File: config.mk
export PLATFORM = sky130hd
export DESIGN_NAME = regfile
export DESIGN_NICKNAME = d
export VERILOG_FILES = /design/src/source/lc3b_types.sv /design/src/source/regfile.sv
export SDC_FILE = /design/constraint.sdc
export NUM_CORES = 1
export LEC_CHECK = 0
export BUFFER_PORTS_ARGS = -buffer_cell sky130_fd_sc_hd__buf_4
export CAP_MARGIN = 15
export CORE_MARGIN = 2
export CORE_UTILIZATION = 45
export DETAILED_ROUTE_END_ITERATION = 10
export GPL_ROUTABILITY_DRIVEN = 0
export PLACE_DENSITY = 0.7
export SLEW_MARGIN = 20
export SYNTH_ARGS = -nofsm -noshare
export SYNTH_HDL_FRONTEND = slang
export SYNTH_SLANG_ARGS = --single-unit
File: constraint.sdc
create_clock -name clk -period 3.31 [get_ports clk]
set_input_delay 0.1655 -clock clk [delete_from_list [all_inputs] [get_ports clk]]
set_output_delay 0.1655 -clock clk [all_outputs]
set_load 0.05 [all_outputs]
File: src/source/lc3b_types.sv
`default_nettype none

package lc3b_types;

	// ~~~~~~~~~~~~~~~~~~~~~~~~~~~~~~~~~~~~~~~~~~~~~~~~~~~~~~~~~~~~~~~~~~~~~~~~~
	// Basic machine types.
	// ~~~~~~~~~~~~~~~~~~~~~~~~~~~~~~~~~~~~~~~~~~~~~~~~~~~~~~~~~~~~~~~~~~~~~~~~~
	typedef logic [15:0] lc3b_word;
	typedef logic [2:0]  lc3b_reg;
	typedef logic [2:0]  lc3b_nzp;

	// Standard LC-3b opcode field values.
	typedef enum logic [3:0] {
		op_br   = 4'b0000,
		op_add  = 4'b0001,
		op_ldb  = 4'b0010,
		op_stb  = 4'b0011,
		op_jsr  = 4'b0100,
		op_and  = 4'b0101,
		op_ldr  = 4'b0110,
		op_str  = 4'b0111,
		op_rti  = 4'b1000,
		op_not  = 4'b1001,
		op_jmp  = 4'b1100,
		op_shf  = 4'b1101,
		op_lea  = 4'b1110,
		op_trap = 4'b1111
	} lc3b_opcode;

	typedef enum logic [2:0] {
		alu_add,
		alu_and,
		alu_not,
		alu_pass,
		alu_sll,
		alu_srl,
		alu_sra
	} lc3b_aluop;

	// ~~~~~~~~~~~~~~~~~~~~~~~~~~~~~~~~~~~~~~~~~~~~~~~~~~~~~~~~~~~~~~~~~~~~~~~~~
	// Control word and pipeline stage registers.
	// ~~~~~~~~~~~~~~~~~~~~~~~~~~~~~~~~~~~~~~~~~~~~~~~~~~~~~~~~~~~~~~~~~~~~~~~~~
	typedef struct packed {
		lc3b_opcode opcode;
		logic       load_regfile;
		logic       load_cc;
		logic [1:0] sr2mux_sel;
		logic       sr2mux2_sel;
		logic       writemux_sel;
		logic       destmux_sel;
		logic       bradd2mux_sel;
		lc3b_aluop  aluop;
		logic       alumux_sel;
		logic       mem_addr_mux_sel;
		logic [1:0] newpcmux_sel;
		// 000 ALU, 001 word load, 010 PC, 011 LEA, 100 byte load.
		logic [2:0] regfilemux_sel;
	} lc3b_control_word;

	typedef struct packed {
		logic             valid;
		lc3b_control_word ctrl;
		lc3b_word         instr;
		lc3b_word         pc;
		lc3b_word         sr1_data;
		lc3b_word         sr2_data;
		lc3b_reg          dest;
	} lc3b_ex_t;

	typedef struct packed {
		logic             valid;
		lc3b_control_word ctrl;
		lc3b_word         alu_out;
		lc3b_word         lea_out;
		lc3b_word         pc;
		lc3b_word         store_data;
		lc3b_reg          dest;
	} lc3b_mem_t;

	typedef struct packed {
		logic     valid;
		lc3b_reg  dest;
		lc3b_word data;
	} lc3b_wb_t;

endpackage : lc3b_types

`default_nettype wire

File: src/source/regfile.sv
`timescale 1ns/1ns
`default_nettype none

module regfile (
	input  logic                 clk,
	input  logic                 rst_n,
	input  logic                 load,
	input  lc3b_types::lc3b_reg  sr1,
	input  lc3b_types::lc3b_reg  sr2,
	input  lc3b_types::lc3b_reg  dest,
	input  lc3b_types::lc3b_word in,
	output lc3b_types::lc3b_word sr1_out,
	output lc3b_types::lc3b_word sr2_out
);

	import lc3b_types::*;

	lc3b_word regs [8];

	always_ff @(posedge clk or negedge rst_n) begin
		if (!rst_n) begin
			for (int i = 0; i < 8; i++)
				regs[i] <= '0;
		end else if (load) begin
			regs[dest] <= in;
		end
	end

	// Write-through so a same-cycle read sees the new value.
	assign sr1_out = (load && (dest == sr1)) ? in : regs[sr1];
	assign sr2_out = (load && (dest == sr2)) ? in : regs[sr2];

endmodule : regfile

`default_nettype wire

==> impl_metrics.env <==
export IMPL_status="complete, no violations"
export IMPL_hold_viol_final=0
export IMPL_tns_ns=0
export IMPL_timing_final_crit_share_pct=70.52
export IMPL_synth_common_cells="181 x mux2_2, 128 x dfrtp_1, 64 x mux4_1, 16 x buf_1, 12 x buf_2"
export IMPL_cts_setup_buffers=0
export IMPL_cts_buffers=17
export IMPL_crit_path_end_kind="output port"
export IMPL_route_met2_wl_um=8340
export IMPL_achievable_frequency_ghz=0.4284
export IMPL_syn_area_mm2=0.007533
export IMPL_first_iter_violations=228
export IMPL_syn_instance_count=452
export IMPL_rsz0062_at_grt="false"
export IMPL_cp_data_required_time_ns=3.14
export IMPL_worstSetupPathType="primary input to output port"
export IMPL_vias=4328
export IMPL_wire_per_inst_um=23.34
export IMPL_top_layer_used="met4"
export IMPL_synth_compound_area_share_pct=0
export IMPL_diodes=0
export IMPL_first_pass_iters=4
export IMPL_ys_top_cells_by_area="dfrtp_1 43%, mux2_2 27%, mux4_1 22%, mux2_4 2.2%, buf_6 1.5%"
export IMPL_cts_resized=0
export IMPL_largest_reg_flops=128
export IMPL_ctsRootBufferMaster="clkbuf_16"
export IMPL_clock_power_share_pct=32.3
export IMPL_synth_top_cell_by_area="dfrtp_1"
export IMPL_synth_warnings=0
export IMPL_hold_path_class="primary input to flop"
export IMPL_grt_pass1_wl_um=26520
export IMPL_clkTransAtPathRegs_ns=0.05
export IMPL_finalWorstPathRequiredPeriod_ns=2.334
export IMPL_synth_edff_count=0
export IMPL_yosysUniqueCellTypes=16
export IMPL_synth_main_ff_cell="dfrtp_1"
export IMPL_yosysSeqAreaShare_pct=42.52
export IMPL_drtAntennaViolNets=0
export IMPL_async_reset_ff_share_pct=100.0
export IMPL_drv_slew=0
export IMPL_vdd_drop_max_uv=433.4
export IMPL_core_mm2=0.01647
export IMPL_antenna_found_initial=0
export IMPL_hpwl_um=10330
export IMPL_drv_cap=0
export IMPL_synthAdderAreaFrac_pct=0
export IMPL_yosys_area_share_simple_pct=1.329
export IMPL_worst_setup_path_start_kind="primary input"
export IMPL_grt_max_degree=88
export IMPL_preCtsSetupSlack_ns=0.9820
export IMPL_dp_cells=695
export IMPL_dieHeight_um=133.4
export IMPL_reg_top3="regs x128"
export IMPL_h_tree_depth=4
export IMPL_fillers=1370
export IMPL_synth_xor_area_share_pct=0.6976
export IMPL_vias_per_cell=5.945
export IMPL_cts_buffer_depth=2
export IMPL_worstMarginPinSlew_ns=0.8209
export IMPL_syn_nets=480
export IMPL_grt_pass1_vias=4623
export IMPL_final_util_pct=52.76
export IMPL_met1Wirelength_um=7559
export IMPL_clk_latency_ns=0.41
export IMPL_avgSynthCellArea_um2=16.67
export IMPL_layout_drive_gt1_share_pct=57.87
export IMPL_p_sw_w=0.001719
export IMPL_switching_share_pct=29.70
export IMPL_regMostFlops="regs"
export IMPL_p_comb_share_pct=30.7
export IMPL_die_area_mm2=0.01779
export IMPL_synthMuxAreaShare_pct=51.57
export IMPL_synth_top_cell_area_share_pct=42.52
export IMPL_numClockSinks=128
export IMPL_finalSetupViolations=0
export IMPL_crit_fanout=20
export IMPL_p_per_area_mw_per_mm2=666.4
export IMPL_cts_tree="done"
export IMPL_p_leak_nw=3.795
export IMPL_slew_headroom_pct=45.27
export IMPL_ys_seq_elements=128
export IMPL_fin_cells=728
export IMPL_drt_wl_total_um=16990
export IMPL_r2r_slack_ns=2.50
export IMPL_synth_most_common_cell="mux2_2"
export IMPL_p_int_w=0.004070
export IMPL_io_pins=60
export IMPL_die_w_um=133.4
export IMPL_wl_met3_um=883
export IMPL_hold_buffers=0
export IMPL_p_seq_share_pct=37.1
export IMPL_io_buffers=59
export IMPL_clock_skew_ns=0
export IMPL_arrival_ns=2.17
export IMPL_grt_ovfl_total=0
export IMPL_synth_top_family_by_area="multiplexers"
export IMPL_syn_to_final_growth_pct=15.31
export IMPL_postLayoutSetupSlackWorst_ns=0.9757
export IMPL_drc=0
export IMPL_finalNetCount=523
export IMPL_start_util_pct=45.75
export IMPL_placementRows=47
export IMPL_grt_use_total_pct=20.03
[worst max-delay path, stage by stage]
cell and delay [ns]:
buf_4 0.32, buf_4 0.34, mux4_1 0.59, mux2_2 0.29
mux2_4 0.26, buf_4 0.19
[metrics by stage]
step / hold WS [ns] / area (um2) / total power (W)
after CTS: 0.009899 / 8673 / 0.005839
after global routing: 0.05817 / 8687 / 0.006048
after detailed placement: 0.4557 / 8089 / 0.003949
final: 0.05815 / 8687 / 0.005789
after global placement: 0.4378 / 8089 / 0.003877
after floorplan: -0.1301 / 7533 / 0.003496
[kinds of logic (layout without fill, tap and decap cells)]
logic type,after synthesis,after routing
xor+xnor,6,6
mux,256,256
flops,128,128
buf+inv,50,106
simple gates,12,12
[worst paths after layout]
kind                           from    endpoint  cells past startpoint
min in group asynchronous     rst_n    regs[14]                      2
setup reg to reg           regs[59]    regs[59]                      1
hold reg to reg            regs[44]    regs[44]                      1
max in group asynchronous     rst_n    regs[68]                      3
setup / recovery             sr2[0]  sr2_out[8]                      6
hold / removal                in[2]    regs[34]                      2
[power by group through the flow]
stage	logic (W)	registers [W]	clock network (W)
after floorplan	0.00142	0.00207	0
after global placement	0.00175	0.00213	0
after detailed placement	0.00179	0.00216	0
after global routing	0.00188	0.00219	0.00198
after CTS	0.00180	0.00214	0.00190
final	0.00178	0.00215	0.00187
[routing by layer]
| layer | global-route usage (%) | up-vias |
|---|---|---|
| met4 | 5.733 | 0 |
| met2 | 32.50 | 113 |
| met1 | 27.50 | 2298 |
| li1 | - | 1900 |
| met5 | 0 | - |
| met3 | 4.224 | 17 |
[layout make-up]
class / instances / area, um2 / share of cell area, %
Timing Repair Buffer: 74 / 586.8 / 6.755
Sequential cell: 128 / 3203 / 36.87
Clock inverter: 6 / 105.1 / 1.210
Tap cell: 220 / 275.3 / 3.169
Clock buffer: 26 / 479.2 / 5.516
Multi-Input combinational cell: 274 / 4038 / 46.48
[placed cells by master, fill, tap and decap left out, drive strengths merged]
cell | netlist | layout
mux2 | 192 | 192
mux4 | 64 | 64
nand4b | 3 | 3
nor3 | 2 | 2
nand4 | 3 | 3
bufinv | 0 | 3
nand2b | 1 | 1
clkinv | 0 | 3
dfrtp | 128 | 128
xnor2 | 6 | 6
clkbuf | 8 | 26
nor3b | 2 | 2
buf | 42 | 73
nand2 | 1 | 1
dlygate4sd3 | 0 | 1
Note: power is estimated with default switching activity, not from simulation.
