[config.mk]
export PLATFORM = sky130hd
export DESIGN_NAME = control_rom
export DESIGN_NICKNAME = d
export VERILOG_FILES = /design/src/source/lc3b_types.sv /design/src/source/control_rom.sv
export SDC_FILE = /design/constraint.sdc
export NUM_CORES = 1
export LEC_CHECK = 0
export BUFFER_PORTS_ARGS = -buffer_cell sky130_fd_sc_hd__buf_2
export CELL_PAD_IN_SITES_DETAIL_PLACEMENT = 1
export CELL_PAD_IN_SITES_GLOBAL_PLACEMENT = 2
export CORE_MARGIN = 1
export CORE_UTILIZATION = 18
export DETAILED_ROUTE_END_ITERATION = 6
export PLACE_DENSITY = 0.95
export SLEW_MARGIN = 0
export SYNTH_ARGS = -nofsm -noshare
export SYNTH_HDL_FRONTEND = slang
export SYNTH_SLANG_ARGS = --single-unit
[constraint.sdc]
create_clock -name vclk -period 1.4
set_input_delay 0.07 -clock vclk [all_inputs]
set_output_delay 0.07 -clock vclk [all_outputs]
set_load 0.02 [all_outputs]
[src/source/lc3b_types.sv]
`default_nettype none

package lc3b_types;

	// ~~~~~~~~~~~~~~~~~~~~~~~~~~~~~~~~~~~~~~~~~~~~~~~~~~~~~~~~~~~~~~~~~~~~~~~~~
	// Basic machine types.
	// ~~~~~~~~~~~~~~~~~~~~~~~~~~~~~~~~~~~~~~~~~~~~~~~~~~~~~~~~~~~~~~~~~~~~~~~~~
	typedef logic [15:0] lc3b_word;
	typedef logic [2:0]  lc3b_reg;
	typedef logic [2:0]  lc3b_nzp;

	// Standard LC-3b opcode field values.
	typedef enum logic [3:0] {
		op_br   = 4'b0000,
		op_add  = 4'b0001,
		op_ldb  = 4'b0010,
		op_stb  = 4'b0011,
		op_jsr  = 4'b0100,
		op_and  = 4'b0101,
		op_ldr  = 4'b0110,
		op_str  = 4'b0111,
		op_rti  = 4'b1000,
		op_not  = 4'b1001,
		op_jmp  = 4'b1100,
		op_shf  = 4'b1101,
		op_lea  = 4'b1110,
		op_trap = 4'b1111
	} lc3b_opcode;

	typedef enum logic [2:0] {
		alu_add,
		alu_and,
		alu_not,
		alu_pass,
		alu_sll,
		alu_srl,
		alu_sra
	} lc3b_aluop;

	// ~~~~~~~~~~~~~~~~~~~~~~~~~~~~~~~~~~~~~~~~~~~~~~~~~~~~~~~~~~~~~~~~~~~~~~~~~
	// Control word and pipeline stage registers.
	// ~~~~~~~~~~~~~~~~~~~~~~~~~~~~~~~~~~~~~~~~~~~~~~~~~~~~~~~~~~~~~~~~~~~~~~~~~
	typedef struct packed {
		lc3b_opcode opcode;
		logic       load_regfile;
		logic       load_cc;
		logic [1:0] sr2mux_sel;
		logic       sr2mux2_sel;
		logic       writemux_sel;
		logic       destmux_sel;
		logic       bradd2mux_sel;
		lc3b_aluop  aluop;
		logic       alumux_sel;
		logic       mem_addr_mux_sel;
		logic [1:0] newpcmux_sel;
		// 000 ALU, 001 word load, 010 PC, 011 LEA, 100 byte load.
		logic [2:0] regfilemux_sel;
	} lc3b_control_word;

	typedef struct packed {
		logic             valid;
		lc3b_control_word ctrl;
		lc3b_word         instr;
		lc3b_word         pc;
		lc3b_word         sr1_data;
		lc3b_word         sr2_data;
		lc3b_reg          dest;
	} lc3b_ex_t;

	typedef struct packed {
		logic             valid;
		lc3b_control_word ctrl;
		lc3b_word         alu_out;
		lc3b_word         lea_out;
		lc3b_word         pc;
		lc3b_word         store_data;
		lc3b_reg          dest;
	} lc3b_mem_t;

	typedef struct packed {
		logic     valid;
		lc3b_reg  dest;
		lc3b_word data;
	} lc3b_wb_t;

endpackage : lc3b_types

`default_nettype wire

[src/source/control_rom.sv]
`timescale 1ns/1ns
`default_nettype none

module control_rom (
	input  lc3b_types::lc3b_opcode       opcode,
	input  logic                         ir4,
	input  logic                         ir5,
	input  logic                         ir11,
	output lc3b_types::lc3b_control_word ctrl
);

	import lc3b_types::*;

	always_comb begin
		// Pass word with every load off.
		ctrl.opcode           = opcode;
		ctrl.load_regfile     = 1'b0;
		ctrl.load_cc          = 1'b0;
		ctrl.sr2mux_sel       = 2'b00;
		ctrl.sr2mux2_sel      = 1'b0;
		ctrl.writemux_sel     = 1'b0;
		ctrl.destmux_sel      = 1'b0;
		ctrl.bradd2mux_sel    = 1'b0;
		ctrl.aluop            = alu_pass;
		ctrl.alumux_sel       = 1'b0;
		ctrl.mem_addr_mux_sel = 1'b0;
		ctrl.newpcmux_sel     = 2'b00;
		ctrl.regfilemux_sel   = 3'b000;

		case (opcode)
			op_add, op_and: begin
				// Bit 5 picks the imm5 form.
				if (ir5) begin
					ctrl.sr2mux_sel  = 2'b10;
					ctrl.sr2mux2_sel = 1'b1;
				end
				ctrl.aluop        = (opcode == op_add) ? alu_add : alu_and;
				ctrl.load_regfile = 1'b1;
				ctrl.load_cc      = 1'b1;
			end

			op_not: begin
				ctrl.aluop        = alu_not;
				ctrl.load_regfile = 1'b1;
				ctrl.load_cc      = 1'b1;
			end

			op_shf: begin
				// Bit 4 is direction, bit 5 arithmetic on right shifts.
				ctrl.sr2mux_sel  = 2'b11;
				ctrl.sr2mux2_sel = 1'b1;
				if (!ir4)
					ctrl.aluop = alu_sll;
				else if (!ir5)
					ctrl.aluop = alu_srl;
				else
					ctrl.aluop = alu_sra;
				ctrl.load_regfile = 1'b1;
				ctrl.load_cc      = 1'b1;
			end

			op_ldr: begin
				// Base plus scaled offset6.
				ctrl.sr2mux2_sel    = 1'b1;
				ctrl.aluop          = alu_add;
				ctrl.regfilemux_sel = 3'b001;
				ctrl.load_regfile   = 1'b1;
				ctrl.load_cc        = 1'b1;
			end

			op_ldb: begin
				// Base plus unscaled offset6.
				ctrl.sr2mux_sel     = 2'b01;
				ctrl.sr2mux2_sel    = 1'b1;
				ctrl.aluop          = alu_add;
				ctrl.regfilemux_sel = 3'b100;
				ctrl.load_regfile   = 1'b1;
				ctrl.load_cc        = 1'b1;
			end

			op_str: begin
				ctrl.sr2mux2_sel = 1'b1;
				ctrl.aluop       = alu_add;
			end

			op_stb: begin
				ctrl.sr2mux_sel  = 2'b01;
				ctrl.sr2mux2_sel = 1'b1;
				ctrl.aluop       = alu_add;
			end

			op_lea: begin
				ctrl.regfilemux_sel = 3'b011;
				ctrl.load_regfile   = 1'b1;
				ctrl.load_cc        = 1'b1;
			end

			op_br: begin
				ctrl.newpcmux_sel = 2'b01;
			end

			op_jmp: begin
				ctrl.bradd2mux_sel = 1'b1;
			end

			op_jsr: begin
				// Link into R7. JSRR takes its target from BaseR.
				ctrl.writemux_sel   = 1'b1;
				ctrl.regfilemux_sel = 3'b010;
				ctrl.load_regfile   = 1'b1;
				if (!ir11)
					ctrl.bradd2mux_sel = 1'b1;
			end

			op_trap: begin
				ctrl.writemux_sel   = 1'b1;
				ctrl.regfilemux_sel = 3'b010;
				ctrl.load_regfile   = 1'b1;
				ctrl.alumux_sel     = 1'b1;
				ctrl.newpcmux_sel   = 2'b10;
			end

			default: begin
				ctrl = '0;
			end
		endcase
	end

endmodule : control_rom

`default_nettype wire

==> results of run 1 <==
## power by group
group | internal, mW | switching, mW | total, mW
clock network | 0 | 0 | 0
registers | 0 | 0 | 0
logic | 0.0525 | 0.105 | 0.157
## worst max-delay path: cells and delay by family
kind                   cells  cell delay [ps]
and+or+nand+nor            1              410
buffers and inverters      2              370
AOI/OAI and AO/OA          1              130
## Yosys cell counts
cell type  count
a221oi_1       1
nand3_1        1
nand2b_1       3
nand2_2        1
a211oi_1       2
a21oi_1        5
o21a_1         2
nor3_1         1
or3_1          1
buf_2          1
nor2b_1        2
conb_1         1
a31o_2         1
o31ai_1        2
a21o_1         1
or2b_1         1
buf_4          5
nor4_1         1
clkbuf_1       1
o21ai_0        2
and2_1         2
nor2_1         5
a2111oi_2      1
buf_6          1
inv_2          2
nand2_1        2
## routing by layer
metal	wire, um	global-route usage (%)	vias up
met3	66	0.431	0
met4	0	0	0
met5	0	0	-
met1	408	14.6	170
li1	-	-	205
met2	444	17.2	15
## area by class of cell
cell class                 count  share of cell area [%]
multi-input combinational     39                    59.0
timing repair buffer          27                    34.1
tap                           16                    5.05
inverter                       2                    1.89
## worst max-delay path by stage
stage | startpoint | end
final | opcode[1] | ctrl[12]
after global routing | opcode[1] | ctrl[12]
after CTS | opcode[1] | ctrl[1]
after detailed placement | opcode[1] | ctrl[1]
after global placement | opcode[2] | ctrl[8]
after floorplan | opcode[2] | ctrl[8]
## cells by family after synthesis
logic type | share of synthesized area, %
AOI/OAI and AO/OA | 40.7
buffers and inverters | 22.0
and+or+nand+nor | 36.0
other | 1.27
==> metrics.csv, run 1 <==
stage;metric;value;unit
yosys;top cells by area, synth;buf_4 13%, a21oi_1 8.5%, nand2b_1 6.4%;
grt;largest net degree at the start of global routing;18;
hold_path;HP Start;ir11;
grt;GRT Overall Usage;10.0;%
sta;Hold WS;433;ps
placed_design;Placed Area;397;sq um
routing;initial drt markers;2;
floorplan;die width;42.5;um
sta;max-slew violations;0;
cells_and_area;commonest non-fill, non-tap cell in the layout;buf_2;
cells_and_area;most frequent cells in the layout;27 x buf_2, 5 x nor2_1, 5 x a21oi_1, 3 x nand2b_1;
cells_and_area;footprint of the multi-input gates;234;sq um
cells_and_area;fillcell total;207;
cells_and_area;NumNets Final;77;
routing;Detailed Route WL;919;um
cells_and_area;ant diodes;0;
routing;vias;390;
sta;Final Critical Period;1050;ps
sta;PnR worst setup slack;351;ps
worst_setup_path;crit path kind;input pin to primary output;
cts;cts repair resizes;0;
cells_and_area;cell area after layout;397;sq um
grt;total gr overflow;0;
floorplan;core area;0.00152;sq mm
sta;Final Hold Fails;0;
placed_design;PortBufs;27;
routing;Routed Antenna Nets;0;
yosys;Seq/Total Area, Yosys;0;%
yosys;Yosys warning count;0;
routing;Pre-antenna DRT Iters;3;
worst_setup_path;slowest stage delay, CP;410;ps
placed_design;DP Wirelength;748;um
power;Worst IR Drop VDD;0.116;mV
routing;drt wl/cell;10.9;um
floorplan;Initial Util;19.4;%
floorplan;full die area;0.00181;sq mm
sta;setup tns final;0;ps
yosys;Synth cell types;26;
worst_setup_path;crit path max fanout;17;
cells_and_area;Layout Utilization;26.0;%
worst_setup_path;worst path cell trace;buf_2 > or3_1 > a21oi_1 > buf_2;
floorplan;row cnt;14;
worst_setup_path;startpoint types;input pin;
cells_and_area;Sequential Area;0;sq um
job;max-capacitance violation count;0;
hold_path;hold path depth;3;
cells_and_area;share of layout cells above drive strength 1;47.1;%
cells_and_area;final non-filler cell total;84;
floorplan;Ports;29;
power;Leakage;0.213;nW
yosys;Post-Syn Area;295;sq um
power;Final Power;0.157;mW
placed_design;pre-CTS WS;348;ps
yosys;post-synth top area share;12.7;%
worst_setup_path;Required @ worst endpoint;1330;ps
cells_and_area;Layout area overhead;34.3;%
sta;RSZ-0062 raised after global routing;no;
sta;highest clock rate;0.954;GHz
cells_and_area;CLK BUF;0;
grt;global-route wire length before repair;1.52;mm
cells_and_area;layout sequential cell count;0;
power;PwrDens;396;mW/mm^2
placed_design;Placer Congestion;0.737;
worst_setup_path;slowest CP cell;or3_1;
worst_setup_path;worst endpoint data arrival time;980;ps
grt;initial antenna violation count;0;
yosys;largest area contributor in the netlist;buf_4;
routing;vias per cell;4.64;
yosys;Syn Inst Count;48;
floorplan;die span in y;42.5;um
worst_setup_path;Most Frequent Cell on Critical Path;buf_2;
routing;DRC viols;0;
outcome;status;complete, no violations;
cts;Setup Fix Bufs, Post-CTS;0;
sta;final setup fails;0;
hold_path;Hold Path Class;input pin to primary output;
yosys;Avg Synthesized Cell Area;6.15;sq um
worst_setup_path;Critical Path Sink Type;primary output;
grt;vias in the first global route;333;
sta;period utilization;74.9;%
placed_design;placed cell count;84;
cts;CTS Hold Buffers Added;0;
hold_path;Hold Crit Endpoint;ctrl[10];
(Power assumes the default switching activity.)
==> run 2: changes to the inputs <==
--- a/config.mk
+++ b/config.mk
@@ -5,13 +5,14 @@
 export SDC_FILE = /design/constraint.sdc
 export NUM_CORES = 1
 export LEC_CHECK = 0
+export ABC_AREA = 1
 export BUFFER_PORTS_ARGS = -buffer_cell sky130_fd_sc_hd__buf_2
 export CELL_PAD_IN_SITES_DETAIL_PLACEMENT = 1
 export CELL_PAD_IN_SITES_GLOBAL_PLACEMENT = 2
 export CORE_MARGIN = 1
-export CORE_UTILIZATION = 18
+export CORE_UTILIZATION = 14
 export DETAILED_ROUTE_END_ITERATION = 6
-export PLACE_DENSITY = 0.95
+export PLACE_DENSITY = 0.9
 export SLEW_MARGIN = 0
 export SYNTH_ARGS = -nofsm -noshare
 export SYNTH_HDL_FRONTEND = slang
==> constraint.sdc (replaced) <==
create_clock -name vclk -period 1.1
set_input_delay 0.055 -clock vclk [all_inputs]
set_output_delay 0.055 -clock vclk [all_outputs]
set_load 0.02 [all_outputs]
==> metrics.csv, run 2 <==
stage;metric;value;unit
outcome;status;complete, no violations;
power;Worst IR Drop VDD;0.120;mV
worst_setup_path;worst path buffer plus inverter count;3;
routing;vias;417;
sta;period utilization;81.4;%
worst_setup_path;startpoint types;input pin;
floorplan;die width;46.1;um
sta;RSZ-0062 raised after global routing;no;
cells_and_area;most frequent cells in the layout;27 x buf_2, 13 x nand2_1, 9 x nand3_1, 8 x inv_1, 7 x nor2_1;
hold_path;Hold Path Class;input pin to primary output;
yosys;count leader, synth;nand2_1;
yosys;compound-cell area share of the yosys netlist;11.9;%
worst_setup_path;crit path kind;input pin to primary output;
yosys;post-synthesis mux area share;0;%
job;max-capacitance violation count;0;
floorplan;core area;0.00178;sq mm
worst_setup_path;slowest CP cell;buf_2;
grt;largest net degree at the start of global routing;10;
cells_and_area;ant diodes;0;
yosys;Yosys warning count;0;
routing;Pre-antenna DRT Iters;2;
worst_setup_path;Most Frequent Cell on Critical Path;buf_2;
sta;PnR worst setup slack;204;ps
routing;Detailed Route WL;914;um
routing;Routed Antenna Nets;0;
worst_setup_path;Required @ worst endpoint;1040;ps
yosys;Avg Synthesized Cell Area;4.87;sq um
worst_setup_path;worst endpoint data arrival time;840;ps
hold_path;HP Start;ir11;
yosys;XOR/XNOR Fraction of Synth Area;0;%
worst_setup_path;worst path cell trace;buf_2 > inv_1 > nand2_1 > nor2_1 > nor2_2 > nand3_1 > buf_2;
routing;initial drt markers;5;
grt;vias in the first global route;345;
placed_design;PortBufs;27;
yosys;top cells by area, synth;nand2_1 18%, nand3_1 17%, inv_1 11%;
floorplan;full die area;0.00213;sq mm
sta;Final Critical Period;896;ps
placed_design;Placer Congestion;0.756;
floorplan;Ports;29;
floorplan;die span in y;46.1;um
cells_and_area;CLK BUF;0;
cts;cts repair resizes;0;
cells_and_area;Layout area overhead;52.8;%
routing;DRC viols;0;
cts;CTS Hold Buffers Added;0;
sta;Final Hold Fails;0;
yosys;Adder-Cell Fraction of Synth Area;0;%
power;PwrDens;484;mW/mm^2
hold_path;Hold Crit Endpoint;ctrl[10];
yosys;Syn Inst Count;56;
yosys;post-synth top area share;17.9;%
placed_design;DP Wirelength;790;um
yosys;Synth cell types;15;
grt;total gr overflow;0;
floorplan;Initial Util;15.3;%
sta;max-slew violations;0;
cells_and_area;NumNets Final;89;
routing;drt wl/cell;8.70;um
cts;Setup Fix Bufs, Post-CTS;0;
yosys;Seq/Total Area, Yosys;0;%
cells_and_area;Sequential Area;0;sq um
cells_and_area;layout sequential cell count;0;
yosys;main combinational cell family by area after synthesis;simple AND/OR/NAND/NOR gates;
placed_design;pre-CTS WS;202;ps
yosys;largest area contributor in the netlist;nand2_1;
cells_and_area;commonest non-fill, non-tap cell in the layout;buf_2;
power;Leakage;0.282;nW
grt;GRT Overall Usage;8.72;%
grt;global-route wire length before repair;1.44;mm
sta;setup tns final;0;ps
worst_setup_path;slowest stage delay, CP;160;ps
yosys;Synth top cells by count;13 x nand2_1, 9 x nand3_1, 8 x inv_1, 7 x nor2_1;
yosys;Post-Syn Area;273;sq um
cells_and_area;share of layout cells above drive strength 1;43.8;%
worst_setup_path;delay-heaviest family, CP;buffers and inverters;
cells_and_area;fillcell total;256;
floorplan;row cnt;15;
worst_setup_path;Critical Path Sink Type;primary output;
worst_setup_path;crit path max fanout;5;
routing;vias per cell;3.97;
sta;final setup fails;0;
hold_path;hold path depth;3;
sta;highest clock rate;1.12;GHz
grt;initial antenna violation count;0;
yosys;simple-gate portion of the synthesized area;63.3;%
## run 2: cell types whose count changed after synthesis, sizes merged, moves of 3 or more
cell and delta:
nand2 +12, inv +8, nand3 +8, nor2 +6
buf -4, nand2b -3
## run 2: stage by stage
step	total power [mW]	utilization [%]	area, sq um	hold WS (ps)	cells
CTS	0.205	23.4	417	406	105
finish	0.202	23.4	417	399	105
global placement	0.204	23.4	417	404	105
detailed placement	0.204	23.4	417	406	105
floorplan	0.138	-	277	243	57
global route	0.221	23.4	417	409	105
## run 2: cell families (layout without fill, tap and decap cells)
kind of cell,after synthesis,after routing
compound gates,6,6
buf+inv,14,37
other cells,1,2
simple gates,35,35
## run 2: worst max-delay path by stage
| stage | startpoint | slack, ps | cells after the start | end |
|---|---|---|---|---|
| 4_1_cts | opcode[0] | 200 | 7 | ctrl[17] |
| 3_3_place_gp | opcode[0] | 200 | 7 | ctrl[17] |
| 5_1_grt | opcode[0] | 140 | 7 | ctrl[17] |
| 6_report | opcode[0] | 200 | 7 | ctrl[17] |
| 3_5_place_dp | opcode[0] | 200 | 7 | ctrl[17] |
| 2_1_floorplan | opcode[0] | 280 | 3 | ctrl[10] |
## run 2: layout make-up
type                       instances  area [sq um]  share of cell area, %
timing repair buffer              27           135                   32.4
inverter                          10          37.5                   9.01
tap                               25          31.3                   7.51
multi-input combinational         43           213                   51.1
## run 2: report_power, final
part / total (mW) / switching [mW] / internal, mW
logic: 0.202 / 0.140 / 0.0619
registers: 0 / 0 / 0
clock network: 0 / 0 / 0
## run 2: per-layer routing
metal	up-vias	wire length [um]	track usage, %
met5	-	0	0
met4	0	0	0
met3	0	45	0.392
met2	14	453	15.5
met1	186	415	12.2
li1	217	-	-
==> run 3: changes to the inputs <==
--- a/config.mk
+++ b/config.mk
@@ -10,9 +10,9 @@
 export CELL_PAD_IN_SITES_DETAIL_PLACEMENT = 1
 export CELL_PAD_IN_SITES_GLOBAL_PLACEMENT = 2
 export CORE_MARGIN = 1
-export CORE_UTILIZATION = 14
+export CORE_UTILIZATION = 13
 export DETAILED_ROUTE_END_ITERATION = 6
-export PLACE_DENSITY = 0.9
+export PLACE_DENSITY = 0.88
 export SLEW_MARGIN = 0
 export SYNTH_ARGS = -nofsm -noshare
 export SYNTH_HDL_FRONTEND = slang
==> constraint.sdc (replaced) <==
create_clock -name vclk -period 0.8
set_input_delay 0.04 -clock vclk [all_inputs]
set_output_delay 0.04 -clock vclk [all_outputs]
set_load 0.02 [all_outputs]
==> metrics.csv, run 3 (same netlist as run 2, synthesis figures left out) <==
stage;metric;value;unit
outcome;status;complete, no violations;
floorplan;Ports;29;
grt;largest net degree at the start of global routing;9;
sta;period utilization;99.6;%
cells_and_area;ant diodes;0;
grt;M1 GR Usage;12.0;%
worst_setup_path;Required @ worst endpoint;760;ps
placed_design;Placer Congestion;0.775;
cells_and_area;layout sequential cell count;0;
cells_and_area;Sequential Area;0;sq um
worst_setup_path;Most Frequent Cell on Critical Path;buf_6;
routing;vias per cell;3.92;
power;PwrDens;654;mW/mm^2
worst_setup_path;worst path buffer plus inverter count;4;
cells_and_area;NumNets Final;98;
cells_and_area;cell area after layout;618;sq um
worst_setup_path;Crit path depth;7;
floorplan;full die area;0.00229;sq mm
job;max-capacitance violation count;0;
floorplan;row cnt;16;
cells_and_area;footprint of the multi-input gates;274;sq um
grt;total gr overflow;0;
placed_design;PortBufs;27;
cells_and_area;most frequent cells in the layout;17 x buf_4, 13 x buf_2, 10 x nand2_1, 6 x nor2_1, 6 x buf_6;
placed_design;placed cell count;115;
routing;vias;455;
grt;GRT Overall Usage;9.35;%
cells_and_area;Layout area overhead;127;%
sta;highest clock rate;1.25;GHz
worst_setup_path;crit path max fanout;8;
worst_setup_path;delay-heaviest family, CP;buffers and inverters;
worst_setup_path;slowest stage delay, CP;140;ps
worst_setup_path;worst path cell trace;buf_4 > buf_6 > nand2_8 > inv_1 > nand3_1 > nand3_2 > buf_6;
sta;max-slew violations;0;
cts;CTS Hold Buffers Added;0;
grt;routing usage on met2;18.4;%
grt;busiest layer in global routing;met2;
routing;Routed Antenna Nets;0;
cells_and_area;CLK BUF;0;
routing;DRC viols;0;
sta;PnR worst setup slack;3.15;ps
power;Leakage;0.364;nW
floorplan;core area;0.00196;sq mm
routing;Pre-antenna DRT Iters;4;
grt;GR Layer Usage met3;0;%
worst_setup_path;slowest CP cell;buf_6;
hold_path;hold path depth;3;
sta;final setup fails;0;
worst_setup_path;crit path kind;input pin to primary output;
worst_setup_path;startpoint types;input pin;
routing;Detailed Route WL;1.19;mm
hold_path;Hold Path Class;input pin to primary output;
cells_and_area;share of layout cells above drive strength 1;64.0;%
sta;Final Hold Fails;0;
cells_and_area;commonest non-fill, non-tap cell in the layout;buf_4;
placed_design;DP Wirelength;910;um
grt;vias in the first global route;387;
worst_setup_path;Critical Path Sink Type;primary output;
cells_and_area;final non-filler cell total;116;
grt;initial antenna violation count;0;
routing;initial drt markers;2;
routing;drt wl/cell;10.2;um
grt;global-route wire length before repair;1.61;mm
sta;RSZ-0062 raised after global routing;yes;
floorplan;die width;47.8;um
worst_setup_path;worst endpoint data arrival time;760;ps
cells_and_area;fillcell total;276;
placed_design;Placed Area;479;sq um
placed_design;pre-CTS WS;-67.7;ps
sta;Final Critical Period;797;ps
power;Worst IR Drop VDD;0.231;mV
floorplan;Initial Util;13.9;%
floorplan;die span in y;47.8;um
==> run 3: cell types whose count changed in the layout (fill, tap and decap cells not counted), moves of 2 or more <==
| cell | previous run | this run |
|---|---|---|
| nand3_1 | 9 | 5 |
| o21ai_0 | 2 | 0 |
| inv_6 | 0 | 2 |
| buf_2 | 27 | 13 |
| nand3_2 | 0 | 4 |
| inv_1 | 8 | 5 |
| buf_4 | 0 | 17 |
| buf_6 | 0 | 6 |
| nand2_1 | 13 | 10 |
==> run 3: final cells by class <==
type,instances,area share (%)
multi-input combinational,43,44.3
tap,27,5.47
inverter,10,8.10
timing repair buffer,36,42.1
==> run 3: final timing paths <==
kind,startpoint,to,slack (ps)
worst max-delay path,opcode[0],ctrl[7],3
worst min-delay path,ir11,ctrl[10],360
==> run 3: per-stage QoR <==
stage                     TNS, ps  total power, mW  hold slack [ps]  util (%)
final                           0            0.404              360      31.5
after global routing        -60.4            0.438              364      31.5
after global placement       -104            0.305              378      24.4
after CTS                       0            0.340              371      26.7
after floorplan                 0            0.189              213         -
after detailed placement     -256            0.311              374      24.4
==> run 3: per-layer routing <==
metal	part of all wire [%]	vias to the layer above
met5	0	-
met4	0	0
met3	6.7	0
met2	54	19
met1	39	200
li1	-	236
==> run 3: where the power goes <==
part	total [mW]	switching, mW	internal [mW]
combinational	0.404	0.236	0.168
clock	0	0	0
sequential	0	0	0
==> run 3: what timing repair did <==
action / CTS / global route
hold endpoints to repair: 0 / 0
gates resized for setup: 15 / 30
buffers inserted: 0 / 1
endpoints found under the setup margin: 8 / 10
pin swaps: 2 / 5
gates cloned: 0 / 0
