===== config.mk =====
export PLATFORM = sky130hd
export DESIGN_NAME = execute_stage
export DESIGN_NICKNAME = d
export VERILOG_FILES = /design/src/source/lc3b_types.sv /design/src/source/alu.sv /design/src/source/execute_stage.sv
export SDC_FILE = /design/constraint.sdc
export NUM_CORES = 1
export LEC_CHECK = 0
export BUFFER_PORTS_ARGS = -buffer_cell sky130_fd_sc_hd__clkbuf_2
export CELL_PAD_IN_SITES_DETAIL_PLACEMENT = 1
export CELL_PAD_IN_SITES_GLOBAL_PLACEMENT = 1
export CORE_MARGIN = 2
export CORE_UTILIZATION = 36
export DETAILED_ROUTE_END_ITERATION = 10
export GPL_ROUTABILITY_DRIVEN = 0
export GPL_TIMING_DRIVEN = 0
export PLACE_DENSITY = 0.73
export SLEW_MARGIN = 20
export SYNTH_ARGS = -nofsm -noshare
export SYNTH_HDL_FRONTEND = slang
export SYNTH_SLANG_ARGS = --single-unit

===== constraint.sdc =====
create_clock -name clk -period 3.1 [get_ports clk]
set_input_delay 0.155 -clock clk [delete_from_list [all_inputs] [get_ports clk]]
set_output_delay 0.155 -clock clk [all_outputs]
set_load 0.01 [all_outputs]

===== src/source/lc3b_types.sv =====
`default_nettype none

package lc3b_types;

	// ~~~~~~~~~~~~~~~~~~~~~~~~~~~~~~~~~~~~~~~~~~~~~~~~~~~~~~~~~~~~~~~~~~~~~~~~~
	// Basic machine types.
	// ~~~~~~~~~~~~~~~~~~~~~~~~~~~~~~~~~~~~~~~~~~~~~~~~~~~~~~~~~~~~~~~~~~~~~~~~~
	typedef logic [15:0] lc3b_word;
	typedef logic [2:0]  lc3b_reg;
	typedef logic [2:0]  lc3b_nzp;

	// Standard LC-3b opcode field values.
	typedef enum logic [3:0] {
		op_br   = 4'b0000,
		op_add  = 4'b0001,
		op_ldb  = 4'b0010,
		op_stb  = 4'b0011,
		op_jsr  = 4'b0100,
		op_and  = 4'b0101,
		op_ldr  = 4'b0110,
		op_str  = 4'b0111,
		op_rti  = 4'b1000,
		op_not  = 4'b1001,
		op_jmp  = 4'b1100,
		op_shf  = 4'b1101,
		op_lea  = 4'b1110,
		op_trap = 4'b1111
	} lc3b_opcode;

	typedef enum logic [2:0] {
		alu_add,
		alu_and,
		alu_not,
		alu_pass,
		alu_sll,
		alu_srl,
		alu_sra
	} lc3b_aluop;

	// ~~~~~~~~~~~~~~~~~~~~~~~~~~~~~~~~~~~~~~~~~~~~~~~~~~~~~~~~~~~~~~~~~~~~~~~~~
	// Control word and pipeline stage registers.
	// ~~~~~~~~~~~~~~~~~~~~~~~~~~~~~~~~~~~~~~~~~~~~~~~~~~~~~~~~~~~~~~~~~~~~~~~~~
	typedef struct packed {
		lc3b_opcode opcode;
		logic       load_regfile;
		logic       load_cc;
		logic [1:0] sr2mux_sel;
		logic       sr2mux2_sel;
		logic       writemux_sel;
		logic       destmux_sel;
		logic       bradd2mux_sel;
		lc3b_aluop  aluop;
		logic       alumux_sel;
		logic       mem_addr_mux_sel;
		logic [1:0] newpcmux_sel;
		// 000 ALU, 001 word load, 010 PC, 011 LEA, 100 byte load.
		logic [2:0] regfilemux_sel;
	} lc3b_control_word;

	typedef struct packed {
		logic             valid;
		lc3b_control_word ctrl;
		lc3b_word         instr;
		lc3b_word         pc;
		lc3b_word         sr1_data;
		lc3b_word         sr2_data;
		lc3b_reg          dest;
	} lc3b_ex_t;

	typedef struct packed {
		logic             valid;
		lc3b_control_word ctrl;
		lc3b_word         alu_out;
		lc3b_word         lea_out;
		lc3b_word         pc;
		lc3b_word         store_data;
		lc3b_reg          dest;
	} lc3b_mem_t;

	typedef struct packed {
		logic     valid;
		lc3b_reg  dest;
		lc3b_word data;
	} lc3b_wb_t;

endpackage : lc3b_types

`default_nettype wire


===== src/source/alu.sv =====
`timescale 1ns/1ns
`default_nettype none

module alu (
	input  lc3b_types::lc3b_aluop aluop,
	input  lc3b_types::lc3b_word  a,
	input  lc3b_types::lc3b_word  b,
	output lc3b_types::lc3b_word  f
);

	import lc3b_types::*;

	logic [3:0] shamt;

	// Shift distance is the imm4 field.
	assign shamt = b[3:0];

	always_comb begin
		case (aluop)
			alu_add:  f = a + b;
			alu_and:  f = a & b;
			alu_not:  f = ~a;
			alu_pass: f = a;
			alu_sll:  f = a << shamt;
			alu_srl:  f = a >> shamt;
			// Sign bit fills from the left.
			alu_sra:  f = lc3b_word'($signed(a) >>> shamt);
			default:  f = '0;
		endcase
	end

endmodule : alu

`default_nettype wire


===== src/source/execute_stage.sv =====
`timescale 1ns/1ns
`default_nettype none

module execute_stage (
	input  logic                 clk,
	input  logic                 rst_n,
	input  lc3b_types::lc3b_ex_t  ex_in,
	output lc3b_types::lc3b_word  fwd_data,
	output lc3b_types::lc3b_mem_t mem_out
);

	import lc3b_types::*;

	lc3b_word offset6_sext;
	lc3b_word offset6_word;
	lc3b_word imm5_sext;
	lc3b_word imm4_zext;
	lc3b_word pcoffset9;
	lc3b_word imm_op;
	lc3b_word sr2_op;
	lc3b_word alu_out;
	lc3b_word lea_out;
	lc3b_mem_t mem_d;

	// ~~~~~~~~~~~~~~~~~~~~~~~~~~~~~~~~~~~~~~~~~~~~~~~~~~~~~~~~~~~~~~~~~~~~~~~~~
	// Immediate fields.
	// ~~~~~~~~~~~~~~~~~~~~~~~~~~~~~~~~~~~~~~~~~~~~~~~~~~~~~~~~~~~~~~~~~~~~~~~~~
	assign offset6_sext = {{10{ex_in.instr[5]}}, ex_in.instr[5:0]};
	assign offset6_word = {{9{ex_in.instr[5]}}, ex_in.instr[5:0], 1'b0};
	assign imm5_sext    = {{11{ex_in.instr[4]}}, ex_in.instr[4:0]};
	assign imm4_zext    = {12'h000, ex_in.instr[3:0]};
	assign pcoffset9    = {{6{ex_in.instr[8]}}, ex_in.instr[8:0], 1'b0};

	always_comb begin
		case (ex_in.ctrl.sr2mux_sel)
			2'b00:   imm_op = offset6_word;
			2'b01:   imm_op = offset6_sext;
			2'b10:   imm_op = imm5_sext;
			default: imm_op = imm4_zext;
		endcase
	end

	assign sr2_op = ex_in.ctrl.sr2mux2_sel ? imm_op : ex_in.sr2_data;

	alu u_alu (
		.aluop (ex_in.ctrl.aluop),
		.a     (ex_in.sr1_data),
		.b     (sr2_op),
		.f     (alu_out)
	);

	assign lea_out = ex_in.pc + pcoffset9;

	// Value this instruction will write, for the decode bypass.
	always_comb begin
		case (ex_in.ctrl.regfilemux_sel)
			3'b010:  fwd_data = ex_in.pc;
			3'b011:  fwd_data = lea_out;
			default: fwd_data = alu_out;
		endcase
	end

	always_comb begin
		mem_d.valid      = ex_in.valid;
		mem_d.ctrl       = ex_in.ctrl;
		mem_d.alu_out    = alu_out;
		mem_d.lea_out    = lea_out;
		mem_d.pc         = ex_in.pc;
		mem_d.store_data = ex_in.sr2_data;
		mem_d.dest       = ex_in.dest;
	end

	always_ff @(posedge clk or negedge rst_n) begin
		if (!rst_n)
			mem_out.valid <= 1'b0;
		else
			mem_out <= mem_d;
	end

	// Word accesses from a forwarded base stay aligned.
	a_word_aligned: assert property (@(posedge clk) disable iff (!rst_n)
		(ex_in.valid && (ex_in.ctrl.opcode inside {op_ldr, op_str})) |-> !alu_out[0])
		else $error("unaligned word access at %h", alu_out);

endmodule : execute_stage

`default_nettype wire


==> impl_metrics.yaml, run 1 <==
layout:
  seq_area_um2: 2670
  regMostFlops: "mem_out"
  final_cells: 1271
  utilization_pct: 52.8
  drive_gt1_share_pct: 38.4
  final_common_cell: "clkbuf_2"
  syn2layout_area_growth_pct: 43.4
  multi_input_area_um2: 4440
  mostFrequentLayoutCells: "181 x clkbuf_2, 88 x edfxtp_1, 60 x buf_4"
  num-fill-cells: 2138
  largest_reg_flops: 89
  diodes: 0
  top_regs: "mem_out x89"
  layout.nets: 1134
power:
  ir_drop_mv: 0.263
  power_density_nw_per_um2: 442
  power_mw: 4.40
  leakage_nw: 4.13
hold_path:
  hold_end: "mem_out[9]$_DFFE_PP_"
  hold_depth: 1
  hp-start: "ex_in[9]"
  min_path_type: "input port to flop"
critical_path:
  worst-setup-path-type: "input port to output port"
  crit_required_ns: 2.94
  end_kind: "output port"
  worst-path-max-fanout: 6
  crit_path_start_kind: "input port"
  cp.arrival_ns: 3.14
placement:
  numPortBuffers: 190
  dpl.hpwl_um: 20100
  post-place-cells: 1166
timing:
  rsz0062_at_grt: "yes"
  period_needed_ns: 3.29
  slew_headroom_pct: 19.1
  finalHoldWorstSlack_ns: 0.00513
  fin_tns_setup_ns: -0.748
  setup_viol: 9
  maxSlewViolCount: 0
  min_period_over_period_pct: 106
  finalWorstSetupSlack_ns: -0.191
  worstMarginPinSlew_ns: 1.20
  max_freq_ghz: 0.304
  hold_viol: 0
die:
  die_x_um: 143
  start_util_pct: 36.8
  ios: 198
  die_h_um: 143
  rows: 50
  dieArea_um2: 20400
  core_area_um2: 18800
detailed_routing:
  dr.pass1.iters: 7
  routed_wl_um: 29000
  vias: 7504
  viasPerCell: 5.90
  drtIter0Drc: 626
  routedWlPerCell_um: 22.8
  postRouteAntennaNets: 0
  route.detailed.drc: 0
yosys:
  synth_nets: 844
  synthDistinctLibCells: 76
  synth_edf_count: 88
  mappedNetlistArea_um2: 6940
  synth_cells: 716
  synthArstFlopShare_pct: 1.12
  syn_area_per_cell_um2: 9.69
  synth_warnings: 0
  synth-main-ff-cell: "edfxtp_1"
  ys_seq_elements: 89
  ys_seq_area_share_pct: 38.4
clock_network:
  h-tree-depth: 3
  clockBufferDepth: 2
  clockRootBuffer: "clkbuf_16"
  cts_tree: "yes"
  cts_buffers: 9
  cts.sinks: 89
  path_clk_slew_ns: 0.07
grt:
  antenna_found_initial: 0
  grt_pass1_vias: 7550
  overflow: 0
  grt_use_total_pct: 27.0
  grt_max_degree: 90
  grt_pass1_wl_um: 42300
run_status:
  status: "finished with violations"
  violations: "negative setup slack"
run:
  cap_violations: 0
-- cell usage after synthesis (16+ instances only) --
cell type | number | area [µm²]
nor3_1 | 22 | 110
clkbuf_1 | 16 | 60.1
mux2i_1 | 33 | 330
nand2_1 | 56 | 210
inv_1 | 20 | 75.1
mux2_2 | 25 | 282
o21ai_0 | 42 | 210
o211ai_1 | 18 | 135
a31oi_1 | 16 | 100
edfxtp_1 | 88 | 2640
nor2_1 | 50 | 188
xnor2_1 | 18 | 158
nand3_1 | 21 | 105
a21oi_1 | 45 | 225
o21a_1 | 18 | 135
ha_1 | 34 | 425
-- power by group --
group	internal (mW)	switching [mW]	leakage, nW
clock	0.633	0.505	0.144
combinational	0.744	1.01	3.11
sequential	1.47	0.0340	0.872
total	2.85	1.55	4.13
-- worst max path at each step --
stage,from,endpoint,depth (start not counted)
floorplan,ex_in[82],fwd_data[12],16
global placement,ex_in[81],fwd_data[7],17
detailed placement,ex_in[81],fwd_data[6],17
CTS,ex_in[81],fwd_data[6],17
global route,ex_in[81],fwd_data[7],16
finish,ex_in[81],fwd_data[7],16
-- worst max-delay path, cell delays in order --
cell and delay, ns:
clkbuf_16 0.14, buf_2 0.15, buf_4 0.14, mux2_2 0.23, nand2_1 0.09, a31oi_2 0.28, ha_4 0.26, o21ai_2 0.14
nand2b_1 0.11, a31oi_2 0.21, xor2_1 0.16, nor2_1 0.07, o31ai_2 0.39, o211ai_1 0.19, o21a_1 0.26, buf_2 0.15
-- through the flow --
stage / setup slack (ns) / instance area [µm²]
4_1_cts: -0.183 / 9520
3_3_place_gp: -0.972 / 8230
5_1_grt: -0.252 / 9950
2_1_floorplan: 0.0125 / 6950
6_report: -0.191 / 9950
3_5_place_dp: -1.04 / 8240
-- final cells by class --
cell class | instances | area share (%)
plain buffers | 37 | 2.73
clock buffers | 9 | 2.26
clock inverters | 7 | 0.767
inverters | 24 | 1.16
multi-input cells | 559 | 44.6
flip-flops and latches | 89 | 26.8
well taps | 260 | 3.27
repair buffers | 286 | 18.4
-- timing repair --
item / CTS / global route
hold buffers: 34 / 2
pin swaps: 44 / 41
gates cloned: 1 / 0
endpoints found under the hold margin: 34 / 2
gates resized for setup: 85 / 70
endpoints found under the setup margin: 25 / 16
setup buffers: 34 / 26
-- logic make-up after synthesis --
| logic type | Yosys count | synth area share [%] |
|---|---|---|
| buffers and inverters | 68 | 4.65 |
| adders and majority gates | 36 | 6.71 |
| DFF | 89 | 38.4 |
| muxes | 61 | 9.79 |
| and+or+nand+nor | 203 | 14.2 |
| AOI/OAI and AO/OA | 233 | 22.9 |
| xor gates and xnor gates | 26 | 3.28 |
-- routing by layer --
layer,vias up,GRT usage (%),part of all wire [%]
met1,3651,34.6,40
met3,107,4.46,7.5
met2,410,45.1,48
li1,3336,-,-
met5,-,0,0
met4,0,11.8,4.7
Note: power is estimated with default switching activity, not from simulation.
==> run 2: changes to the inputs <==
Settings changed: BUFFER_PORTS_ARGS -buffer_cell sky130_fd_sc_hd__clkbuf_2 to -buffer_cell sky130_fd_sc_hd__buf_2, CAP_MARGIN from default to 10, REMOVE_ABC_BUFFERS from default to 1.
==> impl_metrics.yaml, run 2 (synthesized netlist as in run 1, its figures left out) <==
detailed_routing:
  drtIter0Drc: 484
  dr.pass1.iters: 5
  routedWlPerCell_um: 22.4
  routed_wl_um: 27000
  viasPerCell: 5.78
  route.detailed.drc: 0
  postRouteAntennaNets: 0
  vias: 6970
grt:
  antenna_found_initial: 2
  overflow: 0
  grt_use_total_pct: 25.6
  grt_pass1_wl_um: 40100
  grt_max_degree: 47
  grt_pass1_vias: 7129
clock_network:
  clockRootBuffer: "clkbuf_16"
  cts_buffers: 9
  cts_tree: "yes"
  cts.sinks: 89
  h-tree-depth: 3
  clockBufferDepth: 2
  path_clk_slew_ns: 0.07
timing:
  hold_viol: 0
  worstMarginPinSlew_ns: 0.904
  finalWorstSetupSlack_ns: 0.0567
  setup_viol: 0
  finalHoldWorstSlack_ns: 0.00933
  maxSlewViolCount: 0
  min_period_over_period_pct: 98.2
  period_needed_ns: 3.04
  max_freq_ghz: 0.329
  rsz0062_at_grt: "yes"
  slew_headroom_pct: 39.7
  fin_tns_setup_ns: 0
placement:
  numPortBuffers: 190
  place_area_um2: 8020
  dpl.hpwl_um: 18400
  place_ws_ns: -2.64
  post-place-cells: 1123
die:
  die_h_um: 143
  start_util_pct: 36.8
  rows: 50
  die_x_um: 143
  dieArea_um2: 20400
  core_area_um2: 18800
  ios: 198
layout:
  top_regs: "mem_out x89"
  layout.nets: 1066
  mostFrequentLayoutCells: "185 x buf_2, 88 x edfxtp_1, 55 x nand2_1"
  final_cells: 1205
  largest_reg_flops: 89
  syn2layout_area_growth_pct: 35.1
  design_area_um2: 9380
  final_common_cell: "buf_2"
  drive_gt1_share_pct: 35.1
  regMostFlops: "mem_out"
  utilization_pct: 49.8
  num-fill-cells: 2155
hold_path:
  min_path_type: "input port to flop"
power:
  p_clk_share_pct: 28.6
  pwr-share-comb_pct: 36.3
  power_switching_mw: 1.46
  seqPwrFrac_pct: 35.1
  power_density_nw_per_um2: 457
  swShare_pct: 34.1
  leakage_nw: 3.82
  power_mw: 4.29
  internal-power_mw: 2.82
  ir_drop_mv: 0.251
critical_path:
  crit_path_start_kind: "input port"
  crit_required_ns: 2.94
  worst-path-max-fanout: 14
  cp.arrival_ns: 2.89
  worst-setup-path-type: "input port to output port"
  end_kind: "output port"
run:
  cap_violations: 0
run_status:
  status: "completed"
==> run 2: cell count changes in the layout (fill, tap and decap cells not counted), moves of 3 or more <==
| cell | delta |
|---|---|
| clkbuf_2 | -181 |
| buf_2 | +176 |
| buf_4 | -31 |
| clkbuf_1 | -15 |
| buf_8 | -6 |
| buf_6 | -5 |
| dlygate4sd3_1 | -5 |
| a21oi_1 | +3 |
| buf_1 | -3 |
| ha_4 | -3 |
| inv_6 | -3 |
==> run 2: worst max-delay path, stage by stage <==
cell,delay (ns)
buf_8,0.14
o211ai_4,0.26
nand3_4,0.17
buf_4,0.17
buf_4,0.12
buf_4,0.18
mux2_2,0.31
a21oi_1,0.34
a21oi_1,0.21
a21oi_1,0.19
o221ai_1,0.18
mux2_2,0.32
buf_2,0.14
==> run 2: worst paths after layout <==
kind | slack, ns | cells past startpoint | start | end
max | 0.06 | 13 | ex_in[81] | fwd_data[0]
min | 0.009 | 1 | ex_in[68] | mem_out[68]$_DFFE_PP_
max in group asynchronous | 2.64 | 2 | rst_n | mem_out[89]$_DFF_PN0_
min in group asynchronous | 0.26 | 2 | rst_n | mem_out[89]$_DFF_PN0_
==> run 2: repair_timing <==
action                                 in CTS  in global routing
gates cloned                                5                  1
resized for setup                          60                 41
setup buffers                              16                 11
endpoints found under the hold margin      31                  0
hold buffers                               31                  0
pin swaps                                  21                 23
setup endpoints to repair                  32                 15
==> run 2: layout make-up <==
class / instances / area (µm²) / share of cell area (%)
Antenna cell: 2 / 5.00 / 0.0534
Timing Repair inverter: 2 / 15.0 / 0.160
Clock inverter: 6 / 100 / 1.07
Tap cell: 260 / 325 / 3.47
Sequential cell: 89 / 2670 / 28.4
Multi-Input combinational cell: 562 / 4350 / 46.4
Clock buffer: 10 / 229 / 2.44
Timing Repair Buffer: 250 / 1560 / 16.6
Inverter: 24 / 126 / 1.35
==> run 2: metal layers <==
layer / part of all wire (%) / up-vias / track usage [%]
li1: - / 3202 / -
met1: 40 / 3400 / 32.1
met2: 49 / 311 / 44.2
met3: 8.2 / 57 / 5.20
met4: 2.8 / 0 / 8.08
met5: 0 / - / 0
==> run 2: power groups by stage <==
stage / combinational, mW / sequential, mW / clock [mW]
floorplan: 0.706 / 1.60 / 0
global placement: 1.28 / 1.52 / 0
detailed placement: 1.31 / 1.53 / 0
CTS: 1.46 / 1.50 / 1.25
global route: 1.68 / 1.51 / 1.29
finish: 1.55 / 1.50 / 1.23
==> run 3: changes to the inputs <==
Settings changed: CELL_PAD_IN_SITES_DETAIL_PLACEMENT 1 to 0, CELL_PAD_IN_SITES_GLOBAL_PLACEMENT 1 to 2, CORE_UTILIZATION 36 to 29, HOLD_SLACK_MARGIN from default to 0.1, PLACE_DENSITY 0.73 to 0.74.
==> impl_metrics.yaml, run 3 (synthesized netlist as in run 1, its figures left out) <==
grt:
  grt_use_met3_pct: 3.48
  grt_use_total_pct: 20.5
  grt_pass1_vias: 6667
  grt_max_degree: 60
  grt_pass1_wl_um: 39200
  overflow: 0
  use_met1_pct: 26.9
  antenna_found_initial: 0
  global_route.peak_usage_layer: "met2"
  use_met2_pct: 34.7
critical_path:
  crit_required_ns: 2.94
  cp.arrival_ns: 2.90
  worst-setup-path-type: "input port to output port"
  worst-path-max-fanout: 8
  critPathMaxStageDelay_ns: 0.35
  crit_path_start_kind: "input port"
  path_cells: "buf_16 -> nand4bb_4 -> nand3_4 -> clkinv_8 -> fa_2 -> nand3b_1 -> a21oi_2 -> o221a_4 -> o21ai_4 -> mux2i_1 -> a2111oi_2 -> nand3_1 -> and3_1 -> buf_2"
  end_kind: "output port"
  crit_slowest_cell: "fa_2"
power:
  swShare_pct: 34.2
  power_density_nw_per_um2: 433
  leakage_nw: 4.00
  pwr-share-comb_pct: 37.2
  power_switching_mw: 1.45
  internal-power_mw: 2.79
  ir_drop_mv: 0.231
  seqPwrFrac_pct: 35.2
  p_clk_share_pct: 27.6
detailed_routing:
  viasPerCell: 5.31
  routed_wl_um: 27000
  routedWlPerCell_um: 20.8
  postRouteAntennaNets: 0
  route.detailed.drc: 0
  drtIter0Drc: 441
  vias: 6903
  dr.pass1.iters: 5
clock_network:
  h-tree-depth: 3
  clockRootBuffer: "clkbuf_16"
  clockBufferDepth: 2
  path_clk_slew_ns: 0.07
  cts.sinks: 89
  cts_tree: "yes"
  cts_buffers: 9
die:
  ios: 198
  core_area_um2: 23500
  rows: 56
  die_h_um: 159
  die_x_um: 159
  start_util_pct: 29.6
  dieArea_um2: 25200
layout:
  diodes: 0
  seq_area_um2: 2670
  layout.nets: 1104
  multi_input_area_um2: 4310
  num-fill-cells: 2334
  drive_gt1_share_pct: 34.6
  syn2layout_area_growth_pct: 41.5
  final_common_cell: "buf_2"
  final_cells: 1300
  mostFrequentLayoutCells: "182 x buf_2, 88 x edfxtp_1, 56 x nand2_1"
  top_regs: "mem_out x89"
  regMostFlops: "mem_out"
  largest_reg_flops: 89
timing:
  worstMarginPinSlew_ns: 0.823
  finalHoldWorstSlack_ns: 0.174
  slew_headroom_pct: 44.9
  setup_viol: 0
  hold_viol: 0
  min_period_over_period_pct: 98.5
  max_freq_ghz: 0.328
  maxSlewViolCount: 0
  rsz0062_at_grt: "yes"
  period_needed_ns: 3.05
placement:
  post-place-cells: 1183
  dpl.hpwl_um: 18500
  numPortBuffers: 190
run_status:
  status: "completed"
hold_path:
  min_path_type: "input port to asynchronous set/reset pin"
run:
  cap_violations: 0
run 3: changes by cell type in the layout (fill, tap and decap cells not counted), sizes merged:
| cell | previous run | this run |
|---|---|---|
| buf | 218 | 232 |
| bufinv | 2 | 1 |
| clkinv | 6 | 4 |
| diode | 2 | 0 |
| dlygate4sd3 | 31 | 54 |
| inv | 24 | 28 |
run 3: worst max path at each step:
stage | startpoint | endpoint | slack [ns] | cells past startpoint
after floorplan | ex_in[82] | fwd_data[14] | -0.74 | 12
after global placement | ex_in[80] | fwd_data[14] | -2.58 | 13
after detailed placement | ex_in[80] | fwd_data[14] | -2.00 | 13
after CTS | ex_in[39] | fwd_data[15] | 0.003 | 11
after global routing | ex_in[81] | fwd_data[14] | -0.07 | 14
final | ex_in[81] | fwd_data[14] | 0.05 | 14
run 3: power by group through the flow:
stage | clock network (mW) | logic [mW] | registers, mW
2_1_floorplan | 0 | 0.706 | 1.60
3_3_place_gp | 0 | 1.31 | 1.52
3_5_place_dp | 0 | 1.31 | 1.52
4_1_cts | 1.20 | 1.49 | 1.50
5_1_grt | 1.24 | 1.72 | 1.51
6_report | 1.17 | 1.58 | 1.49
run 3: final cells by class:
| type | count | area share, % |
|---|---|---|
| Inverter | 24 | 1.33 |
| Timing Repair inverter | 2 | 0.178 |
| Tap cell | 319 | 4.07 |
| Sequential cell | 89 | 27.2 |
| Clock inverter | 7 | 0.969 |
| Timing Repair Buffer | 288 | 20.1 |
| Clock buffer | 9 | 2.29 |
| Multi-Input combinational cell | 562 | 43.9 |
run 3: metrics by stage:
| stage | area, µm² | setup slack [ns] | TNS, ns | total power, mW | utilization [%] |
|---|---|---|---|---|---|
| after floorplan | 6710 | -0.742 | -9.91 | 2.30 | - |
| after global placement | 8060 | -2.58 | -62.60 | 2.83 | 34.3 |
| after detailed placement | 8100 | -2.00 | -43.58 | 2.83 | 34.5 |
| after CTS | 9420 | 0.00261 | 0 | 4.18 | 40.1 |
| after global routing | 9820 | -0.0730 | -0.154 | 4.47 | 41.8 |
| final | 9820 | 0.0478 | 0 | 4.25 | 41.8 |
run 3: layer usage:
metal / vias to the layer above / wire length, µm
li1: 3298 / -
met1: 3245 / 11600
met2: 313 / 12600
met3: 47 / 2120
met4: 0 / 621
met5: - / 0
run 3: worst max-delay path, delay by kind of cell:
| kind | cells | cell delay [ns] |
|---|---|---|
| AO/OA/AOI/OAI | 4 | 0.87 |
| adder cells (fa/ha/maj) | 1 | 0.35 |
| buffers and inverters | 3 | 0.34 |
| multiplexers | 1 | 0.14 |
| AND/OR/NAND/NOR | 5 | 1.02 |
run 3: what timing repair did:
item,in CTS,in global routing
setup endpoints to repair,32,11
hold buffers,53,1
buffers inserted,22,18
hold endpoints to repair,53,1
resized for setup,56,37
gates cloned,5,2
pin swaps,18,24
